### src/design/io_cfg.svh
`ifndef IO_CFG_SVH
`define IO_CFG_SVH

// ---------------------------------------------------------------------------
// Register map, word-aligned byte offsets
// ---------------------------------------------------------------------------

// Writable registers, core side
`define CR_SEG7_0            32'h0000_0000
`define CR_SEG7_1            32'h0000_0004
`define CR_SEG7_2            32'h0000_0008
`define CR_SEG7_3            32'h0000_000C
`define CR_SEG7_4            32'h0000_0010
`define CR_SEG7_5            32'h0000_0014
`define CR_LED               32'h0000_0018
`define CR_KBD_SCANF_EN      32'h0000_001C

// Read-only registers, sampled from the board
`define CR_BUTTON_0          32'h0000_0020
`define CR_BUTTON_1          32'h0000_0024
`define CR_SWITCH            32'h0000_0028
`define CR_JOYSTICK_X        32'h0000_002C
`define CR_JOYSTICK_Y        32'h0000_0030
// Keyboard queue status and head
`define CR_KBD_READY         32'h0000_0034
`define CR_KBD_DATA          32'h0000_0038
// VGA beam position
`define CR_VGA_COUNTER_X     32'h0000_003C
`define CR_VGA_COUNTER_Y     32'h0000_0040

// ---------------------------------------------------------------------------
// Sizes
// ---------------------------------------------------------------------------

// Seven-segment digits on the board
`define IO_SEG7_NUM          6
// Scan codes held by the keyboard queue
`define IO_KBD_DEPTH         8

// Blank flag inside a digit register
`define IO_DIGIT_BLANK_BIT   4
// Digit register value after reset, digit dark
`define IO_DIGIT_BLANK       8'h10

`endif

### src/design/io_pkg.sv
`include "io_cfg.svh"

package io_pkg;

// ---------------------------------------------------------------------------
// Plain vector types
// ---------------------------------------------------------------------------

// Core and fabric bus
typedef logic [31:0] t_cr_addr;
typedef logic [31:0] t_cr_data;

// Digit register
// Low nibble holds the hex value, bit 4 blanks the digit
typedef logic [7:0] t_hex_digit;

// Segments a..g in bits 0..6, active low
typedef logic [6:0] t_seg7_pins;

// PS/2 scan code
typedef logic [7:0] t_kbd_code;

// VGA beam counter
typedef logic [9:0] t_vga_count;

// ---------------------------------------------------------------------------
// Board side bundles
// ---------------------------------------------------------------------------

// Raw inputs from the board, asynchronous to Clk
typedef struct packed {
    logic        button_0;
    logic        button_1;
    logic [9:0]  switch;
    logic [11:0] joystick_x;
    logic [11:0] joystick_y;
} t_fpga_in;

// Writable output registers
typedef struct packed {
    t_hex_digit [`IO_SEG7_NUM-1:0] seg7;
    logic [9:0]                    led;
} t_fpga_out;

// ---------------------------------------------------------------------------
// Keyboard queue bundles
// ---------------------------------------------------------------------------

// Queue toward the register file
// Head code and a non-empty flag
typedef struct packed {
    logic      kbd_ready;
    t_kbd_code kbd_data;
} t_kbd_data_rd;

// Register file toward the queue
typedef struct packed {
    // Head removal, one per core data read
    logic kbd_pop;
    // Capture gate for incoming codes
    logic kbd_scanf_en;
} t_kbd_ctrl;

endpackage

### src/design/cr_mem.sv
`timescale 1ns/10ps
`include "io_cfg.svh"

module cr_mem
    import io_pkg::*;
(
    input  logic             Clk,
    input  logic             rst,
    // Core port, read and write
    input  t_cr_addr         address,
    input  t_cr_data         data,
    input  logic             wren,
    input  logic             rden,
    output t_cr_data         q,
    // Fabric port, read only, no enable
    input  t_cr_addr         address_b,
    output t_cr_data         q_b,
    // Board inputs
    input  var t_fpga_in     fpga_in,
    input  t_vga_count       vga_counter_x,
    input  t_vga_count       vga_counter_y,
    // Keyboard queue
    input  var t_kbd_data_rd kbd_data_rd,
    output t_kbd_ctrl        kbd_ctrl,
    // Toward the pins
    output t_fpga_out        fpga_out
);

// LEDs off, every digit blanked
localparam t_fpga_out OUT_RESET = '{
    seg7: {`IO_SEG7_NUM{`IO_DIGIT_BLANK}},
    led:  '0
};

// Writable registers and next state
t_fpga_out  cr_out;
t_fpga_out  cr_out_next;
logic       scanf_en;
logic       scanf_en_next;

// First output pipeline flop, second one is fpga_out
t_fpga_out  out_pipe_1;

// Two-flop synchronizer on the board inputs
t_fpga_in   in_sync_1;
t_fpga_in   in_sync_2;

// Sampled VGA counters
t_vga_count vga_x_q;
t_vga_count vga_y_q;

// Read words before the output flops
t_cr_data   pre_q;
t_cr_data   pre_q_b;

// ---------------------------------------------------------------------------
// Core write decode
// ---------------------------------------------------------------------------

always_comb begin
    cr_out_next   = cr_out;
    scanf_en_next = scanf_en;
    if (wren) begin
        case (address)
            `CR_SEG7_0       : cr_out_next.seg7[0] = data[7:0];
            `CR_SEG7_1       : cr_out_next.seg7[1] = data[7:0];
            `CR_SEG7_2       : cr_out_next.seg7[2] = data[7:0];
            `CR_SEG7_3       : cr_out_next.seg7[3] = data[7:0];
            `CR_SEG7_4       : cr_out_next.seg7[4] = data[7:0];
            `CR_SEG7_5       : cr_out_next.seg7[5] = data[7:0];
            `CR_LED          : cr_out_next.led     = data[9:0];
            `CR_KBD_SCANF_EN : scanf_en_next       = data[0];
            // Read-only or unmapped, write dropped
            default          : ;
        endcase
    end
end

// Control registers and output pipeline
// Register, then two flops before the encoders and LEDs
always_ff @(posedge Clk) begin
    if (rst) begin
        cr_out     <= OUT_RESET;
        out_pipe_1 <= OUT_RESET;
        fpga_out   <= OUT_RESET;
        scanf_en   <= 1'b0;
    end else begin
        cr_out     <= cr_out_next;
        out_pipe_1 <= cr_out;
        fpga_out   <= out_pipe_1;
        scanf_en   <= scanf_en_next;
    end
end

// ---------------------------------------------------------------------------
// Input sampling
// ---------------------------------------------------------------------------

always_ff @(posedge Clk) begin
    in_sync_1 <= fpga_in;
    in_sync_2 <= in_sync_1;
    // Counters come from the same clock domain, one flop is enough
    vga_x_q   <= vga_counter_x;
    vga_y_q   <= vga_counter_y;
end

// ---------------------------------------------------------------------------
// Read mux
// ---------------------------------------------------------------------------

// Shared by both ports
// Fields zero-extended, unmapped offsets read zero
function automatic t_cr_data read_word(input t_cr_addr addr);
    t_cr_data word;
    word = '0;
    case (addr)
        `CR_SEG7_0        : word = {24'b0, cr_out.seg7[0]};
        `CR_SEG7_1        : word = {24'b0, cr_out.seg7[1]};
        `CR_SEG7_2        : word = {24'b0, cr_out.seg7[2]};
        `CR_SEG7_3        : word = {24'b0, cr_out.seg7[3]};
        `CR_SEG7_4        : word = {24'b0, cr_out.seg7[4]};
        `CR_SEG7_5        : word = {24'b0, cr_out.seg7[5]};
        `CR_LED           : word = {22'b0, cr_out.led};
        `CR_KBD_SCANF_EN  : word = {31'b0, scanf_en};
        `CR_BUTTON_0      : word = {31'b0, in_sync_2.button_0};
        `CR_BUTTON_1      : word = {31'b0, in_sync_2.button_1};
        `CR_SWITCH        : word = {22'b0, in_sync_2.switch};
        `CR_JOYSTICK_X    : word = {20'b0, in_sync_2.joystick_x};
        `CR_JOYSTICK_Y    : word = {20'b0, in_sync_2.joystick_y};
        // Head before any pop on this edge
        `CR_KBD_READY     : word = {31'b0, kbd_data_rd.kbd_ready};
        `CR_KBD_DATA      : word = {24'b0, kbd_data_rd.kbd_data};
        `CR_VGA_COUNTER_X : word = {22'b0, vga_x_q};
        `CR_VGA_COUNTER_Y : word = {22'b0, vga_y_q};
        default           : word = '0;
    endcase
    return word;
endfunction

always_comb begin
    // Core word gated by rden
    pre_q   = rden ? read_word(address) : '0;
    // Fabric reads every cycle
    pre_q_b = read_word(address_b);
end

// One cycle read latency on both ports
always_ff @(posedge Clk) begin
    if (rst) begin
        q   <= '0;
        q_b <= '0;
    end else begin
        q   <= pre_q;
        q_b <= pre_q_b;
    end
end

// ---------------------------------------------------------------------------
// Keyboard control
// ---------------------------------------------------------------------------

// Pop only from the core port, fabric reads leave the queue alone
assign kbd_ctrl.kbd_pop      = rden && (address == `CR_KBD_DATA);
assign kbd_ctrl.kbd_scanf_en = scanf_en;

endmodule

### src/design/kbd_fifo.sv
`timescale 1ns/10ps
`include "io_cfg.svh"

module kbd_fifo
    import io_pkg::*;
(
    input  logic          Clk,
    input  logic          rst,
    // Incoming scan codes
    input  logic          kbd_valid,
    input  t_kbd_code     kbd_code,
    // Gate and pop from the register file
    input  var t_kbd_ctrl kbd_ctrl,
    // Head and ready flag
    output t_kbd_data_rd  kbd_data_rd
);

localparam int DEPTH = `IO_KBD_DEPTH;
localparam int PTR_W = $clog2(DEPTH);
localparam int CNT_W = $clog2(DEPTH + 1);

// Code storage
t_kbd_code        mem [DEPTH];

logic [PTR_W-1:0] wr_ptr;
logic [PTR_W-1:0] rd_ptr;
logic [CNT_W-1:0] count;

logic             full;
logic             empty;
logic             push;
logic             pop;

// Wrap at DEPTH, also for depths that are not a power of two
function automatic logic [PTR_W-1:0] ptr_inc(input logic [PTR_W-1:0] ptr);
    return (ptr == PTR_W'(DEPTH - 1)) ? '0 : ptr + 1'b1;
endfunction

assign full  = (count == CNT_W'(DEPTH));
assign empty = (count == '0);

// Codes dropped while scan is off or the queue is full
assign push  = kbd_valid && kbd_ctrl.kbd_scanf_en && !full;
// Pop on empty ignored
assign pop   = kbd_ctrl.kbd_pop && !empty;

always_ff @(posedge Clk) begin
    if (push) begin
        mem[wr_ptr] <= kbd_code;
    end
end

always_ff @(posedge Clk) begin
    if (rst) begin
        wr_ptr <= '0;
        rd_ptr <= '0;
        count  <= '0;
    end else begin
        if (push) begin
            wr_ptr <= ptr_inc(wr_ptr);
        end
        if (pop) begin
            rd_ptr <= ptr_inc(rd_ptr);
        end
        // Push and pop together keep the count
        case ({push, pop})
            2'b10   : count <= count + 1'b1;
            2'b01   : count <= count - 1'b1;
            default : ;
        endcase
    end
end

// Head presented straight from storage, zero when empty
assign kbd_data_rd.kbd_ready = !empty;
assign kbd_data_rd.kbd_data  = empty ? '0 : mem[rd_ptr];

endmodule

### src/design/seg7_encoder.sv
`timescale 1ns/10ps
`include "io_cfg.svh"

module seg7_encoder
    import io_pkg::*;
(
    input  t_hex_digit digit,
    output t_seg7_pins pins
);

// Lit pattern for the value nibble
t_seg7_pins pattern;

// Bit order g f e d c b a, 0 lights a segment
always_comb begin
    case (digit[3:0])
        4'h0    : pattern = 7'b100_0000;
        4'h1    : pattern = 7'b111_1001;
        4'h2    : pattern = 7'b010_0100;
        4'h3    : pattern = 7'b011_0000;
        4'h4    : pattern = 7'b001_1001;
        4'h5    : pattern = 7'b001_0010;
        4'h6    : pattern = 7'b000_0010;
        4'h7    : pattern = 7'b111_1000;
        4'h8    : pattern = 7'b000_0000;
        4'h9    : pattern = 7'b001_0000;
        4'hA    : pattern = 7'b000_1000;
        // Lower case b and d, upper case C E F
        4'hB    : pattern = 7'b000_0011;
        4'hC    : pattern = 7'b100_0110;
        4'hD    : pattern = 7'b010_0001;
        4'hE    : pattern = 7'b000_0110;
        default : pattern = 7'b000_1110;
    endcase
end

// Blank bit turns every segment off
assign pins = digit[`IO_DIGIT_BLANK_BIT] ? '1 : pattern;

endmodule

### src/design/io_ctrl_top.sv
`timescale 1ns/10ps
`include "io_cfg.svh"

module io_ctrl_top
    import io_pkg::*;
(
    input  logic                          Clk,
    input  logic                          rst,
    // Core port
    input  t_cr_addr                      address,
    input  t_cr_data                      data,
    input  logic                          wren,
    input  logic                          rden,
    output t_cr_data                      q,
    // Fabric port
    input  t_cr_addr                      address_b,
    output t_cr_data                      q_b,
    // Board inputs
    input  var t_fpga_in                  fpga_in,
    input  t_vga_count                    vga_counter_x,
    input  t_vga_count                    vga_counter_y,
    // Keyboard source
    input  logic                          kbd_valid,
    input  t_kbd_code                     kbd_code,
    // Board outputs
    output logic [9:0]                    led,
    output t_seg7_pins [`IO_SEG7_NUM-1:0] seg7
);

// Queue handshake
t_kbd_ctrl    kbd_ctrl;
t_kbd_data_rd kbd_data_rd;

// Pipelined register outputs
t_fpga_out    fpga_out;

// ---------------------------------------------------------------------------
// Register file
// ---------------------------------------------------------------------------

cr_mem u_cr_mem (
    .Clk           (Clk),
    .rst           (rst),
    .address       (address),
    .data          (data),
    .wren          (wren),
    .rden          (rden),
    .q             (q),
    .address_b     (address_b),
    .q_b           (q_b),
    .fpga_in       (fpga_in),
    .vga_counter_x (vga_counter_x),
    .vga_counter_y (vga_counter_y),
    .kbd_data_rd   (kbd_data_rd),
    .kbd_ctrl      (kbd_ctrl),
    .fpga_out      (fpga_out)
);

// Scan-code queue
kbd_fifo u_kbd_fifo (
    .Clk         (Clk),
    .rst         (rst),
    .kbd_valid   (kbd_valid),
    .kbd_code    (kbd_code),
    .kbd_ctrl    (kbd_ctrl),
    .kbd_data_rd (kbd_data_rd)
);

// ---------------------------------------------------------------------------
// Pins
// ---------------------------------------------------------------------------

assign led = fpga_out.led;

// One encoder per digit
for (genvar i = 0; i < `IO_SEG7_NUM; i++) begin : g_seg7
    seg7_encoder u_seg7_encoder (
        .digit (fpga_out.seg7[i]),
        .pins  (seg7[i])
    );
end

endmodule

### config.mk
export PLATFORM = sky130hd
export DESIGN_NAME = io_ctrl_top
export DESIGN_NICKNAME = d
export VERILOG_FILES = /design/src/design/io_pkg.sv /design/src/design/cr_mem.sv /design/src/design/kbd_fifo.sv /design/src/design/seg7_encoder.sv /design/src/design/io_ctrl_top.sv
export VERILOG_INCLUDE_DIRS = /design/src /design/src/design
export SDC_FILE = /design/constraint.sdc
export NUM_CORES = 1
export LEC_CHECK = 0
export ABC_AREA = 1
export BUFFER_PORTS_ARGS = -buffer_cell sky130_fd_sc_hd__buf_2
export CORE_MARGIN = 3
export CORE_UTILIZATION = 53
export CTS_BUF_LIST = sky130_fd_sc_hd__clkbuf_8
export DETAILED_ROUTE_END_ITERATION = 8
export GPL_TIMING_DRIVEN = 0
export PLACE_DENSITY_LB_ADDON = 0.08
export SYNTH_ARGS = -nofsm -noshare
export SYNTH_HDL_FRONTEND = slang
export SYNTH_HIERARCHICAL = 1
export SYNTH_SLANG_ARGS = --single-unit
### constraint.sdc
create_clock -name Clk -period 2.37 [get_ports Clk]
set_input_delay 0.237 -clock Clk [delete_from_list [all_inputs] [get_ports Clk]]
set_output_delay 0.237 -clock Clk [all_outputs]
set_load 0.01 [all_outputs]
==> impl_results.md <==
* Leakage power at 8.21 nW
* Master of the slowest instance on the critical path: sky130_fd_sc_hd__dlygate4sd3_1
* Growth of design area from synthesis to finish at 22.5%
* Number of nets with antenna violations after routing at 0
* Post-layout nets at approximately 2500
* Setup crit start kind: input pin
* Post-detail-place hpwl at 35.0 mm
* Yosys Warn Count at 6
* Maximum clock rate at between 0.4 and 0.5 GHz
* Number of H-tree levels at 2
* Setup Crit Path Kind: in -> reg
* Worst clock skew at around 0.023 ns
* Critical path buffer and inverter count at 6
* Avg Cell Area, Syn at 7.80 sq um
* Effective utilization at floorplan at 0.542
* Maximum clock path buffer count at 3
* Die height at approximately 180 um
* Number of remaining DRC errors at 0
* Input/output buffers at 218
* Instance count after placement with tap cells included at about 2600
* Max_slew headroom at 0.413
* Multi-input logic area at between 6000 and 7000 sq um
* Wire length per cell at roughly 17 um
* Die X-Extent at 175 um
* Standard-cell row count at between 60 and 70
* Least setup slack across all paths after layout at around 0.12 ns
* Vias in the first global route at approximately 13000
* Tmin final at approximately 2.3 ns
* Initial antenna violation count at 0
* GRT Overall Usage at 0.297
* Worst vdd ir at between 0.6 and 0.7 mV
* Critical path peak fanout at 10
* Latest clock arrival within the worst-skew pair at around 0.57 ns
* Clk sinks at about 330
* Path type of the worst min-delay path: in -> reg
* Unrepaired setup endpoints after global routing: no
* Arrival time of data at the critical path endpoint at ~2.7 ns
* Data required, critical path at ~2.8 ns
* Total standard cell area after synthesis at approximately 15000 sq um
* Worst hold stages at 3
* Remaining global-route overflow at 0
* DIE AREA at about 31000 sq um
* Sequence of cells on the critical path: dlygate4sd3_1 > buf_2 > clkbuf_1 > inv_1 > clkbuf_1 > clkbuf_1 > o21ai_0 > a21oi_1
* Detailed-route via count at between 10000 and 15000
* Largest net degree at the start of global routing at 14
* Area of the core region at around 28000 sq um
* Gate count after technology mapping at 1947
* Run status: complete, no violations
* Max incr delay on CP at between 0.5 and 0.6 ns
* Max Cap Viol at 0
* Clock Tree Root: sky130_fd_sc_hd__clkbuf_8
* Clock slew at reported path FFs at approximately 0.070 ns
* Max Transition Viols Final at 0
* Largest delay contributor family on the critical path: buffers and inverters
* Number of filler cells placed in the layout at between 2000 and 2500
* Number of CTS-inserted buffers at 50
* Footprint of the flip-flops and latches at 7290 sq um
* Count of routing violations after the opening detailed-route iteration at 1313
* Routability congestion estimate at ~1.0
* Vias per std cell at 5.10
* Number of cells upsized or downsized after cts at 0
* Total inserted antenna cells at 0
* Fraction of layout cells with a size suffix above 1 at 0.204
* Transition at the pin with the smallest max-transition slack at 0.878 ns
* # IOs at approximately 280
* Capturing element type of the critical path: flip-flop
* Critical Path Most Common Cell: sky130_fd_sc_hd__clkbuf_1
* Final Cycle Share at 0.951
* CTS tree: built
* Hold Violations, Final at 0
* Setup-violating endpoint count in the final report at 0
* Wire length of the first global-routing pass at approximately 70 mm
* Routed wire length at approximately 47 mm
* Depth of the worst register-to-register path at 11
* Crit. path cell count at 8
* First-pass DRT Iterations at 8
* Final instance count without filler cells at 2739
* Power density cells at between 500 and 600 nW/um^2
* Post-Place Worst Slack at -0.399 ns
-- metrics by stage --
step	area, sq um	utilization	TNS, ns	hold WS (ns)	power, mW
2_1_floorplan	15300	-	0	0.265	6.18
3_5_place_dp	16900	0.603	-0.922	0.312	6.39
3_3_place_gp	16900	0.603	-0.848	0.310	6.38
6_report	18600	0.664	0	0.0452	11.2
5_1_grt	18600	0.664	0	0.0461	11.5
4_1_cts	18600	0.664	0	0.0222	11.2
-- cell usage in the layout (no fill, tap or decap), drive strengths merged --
cell type and instances:
o211a 1, dlygate4sd3 67, clkinvlp 2, and2 1, xor2 1, edfxtp 64, a31oi 1, o21ai 145
xnor2 2, clkinv 7, clkbuf 84, a22o 1, or2 7, o221ai 2, dfxtp 268, a21oi 61
buf 300, o311a 1, bufinv 2, o211ai 26, conb 40, nor3 7, inv 239, nand3 197
nand4 6, o22ai 10, nor2 366, nand3b 1, nand2 403, ha 49
-- per-layer routing --
layer  wire [um]  share of wire  up-vias  GRT usage
met5           0              0        -          0
met4        2200          0.047        0      0.137
met3        4270          0.092      125     0.0661
met2       20900           0.45      651      0.479
met1       19200           0.41     6285      0.383
li1            -              -     6903          -
-- final timing paths --
kind	endpoint	slack [ns]	start
setup / recovery	u_cr_mem/cr_out[34]$_SDFFE_PP0P_	0.12	rst
hold / removal	u_kbd_fifo/wr_ptr[2]$_SDFFE_PP0P_	0.05	kbd_valid
setup reg to reg	u_cr_mem/q[4]$_SDFF_PP0_	0.18	flip-flop
hold reg to reg	u_cr_mem/in_sync_2[9]$_DFF_P_	0.32	u_cr_mem/in_sync_1[9]$_DFF_P_
-- registers in the layout, indices dropped and copies added, names as in the netlist, 4 cells and up, named ones only --
name                 flops
u_cr_mem/vga_x_q        10
u_cr_mem/q              12
u_cr_mem/fpga_out       40
u_cr_mem/out_pipe_1     40
u_cr_mem/vga_y_q        10
u_kbd_fifo/mem          64
u_cr_mem/in_sync_2      36
u_cr_mem/in_sync_1      36
u_kbd_fifo/count         4
u_cr_mem/q_b            12
u_cr_mem/cr_out         58
-- tightest hold or removal path, delay by kind of cell --
kind | cells | cell delay, ns
and+or+nand+nor | 1 | 0.13
AOI/OAI and AO/OA | 1 | 0.08
buffers and inverters | 1 | 0.12
-- what timing repair did --
item / 4_1_cts / 5_1_grt
endpoints found under the hold margin: 132 / 0
buffers inserted: 0 / 0
hold buffers: 67 / 0
-- layout make-up --
cell class | instances | area share
inverters | 223 | 0.0451
plain buffers | 103 | 0.0401
well taps | 378 | 0.0254
repair buffers | 285 | 0.0947
multi-input cells | 1328 | 0.347
clock buffers | 63 | 0.0466
flip-flops and latches | 332 | 0.392
clock inverters | 27 | 0.00921
-- power breakdown --
part / switching (mW) / total [mW] / internal (mW) / leakage (nW)
clock network: 2.18 / 4.79 / 2.61 / 0.598
logic: 0.253 / 0.490 / 0.237 / 4.84
registers: 0.0436 / 5.88 / 5.83 / 2.77
No activity file was read; power rests on OpenSTA's default activity.
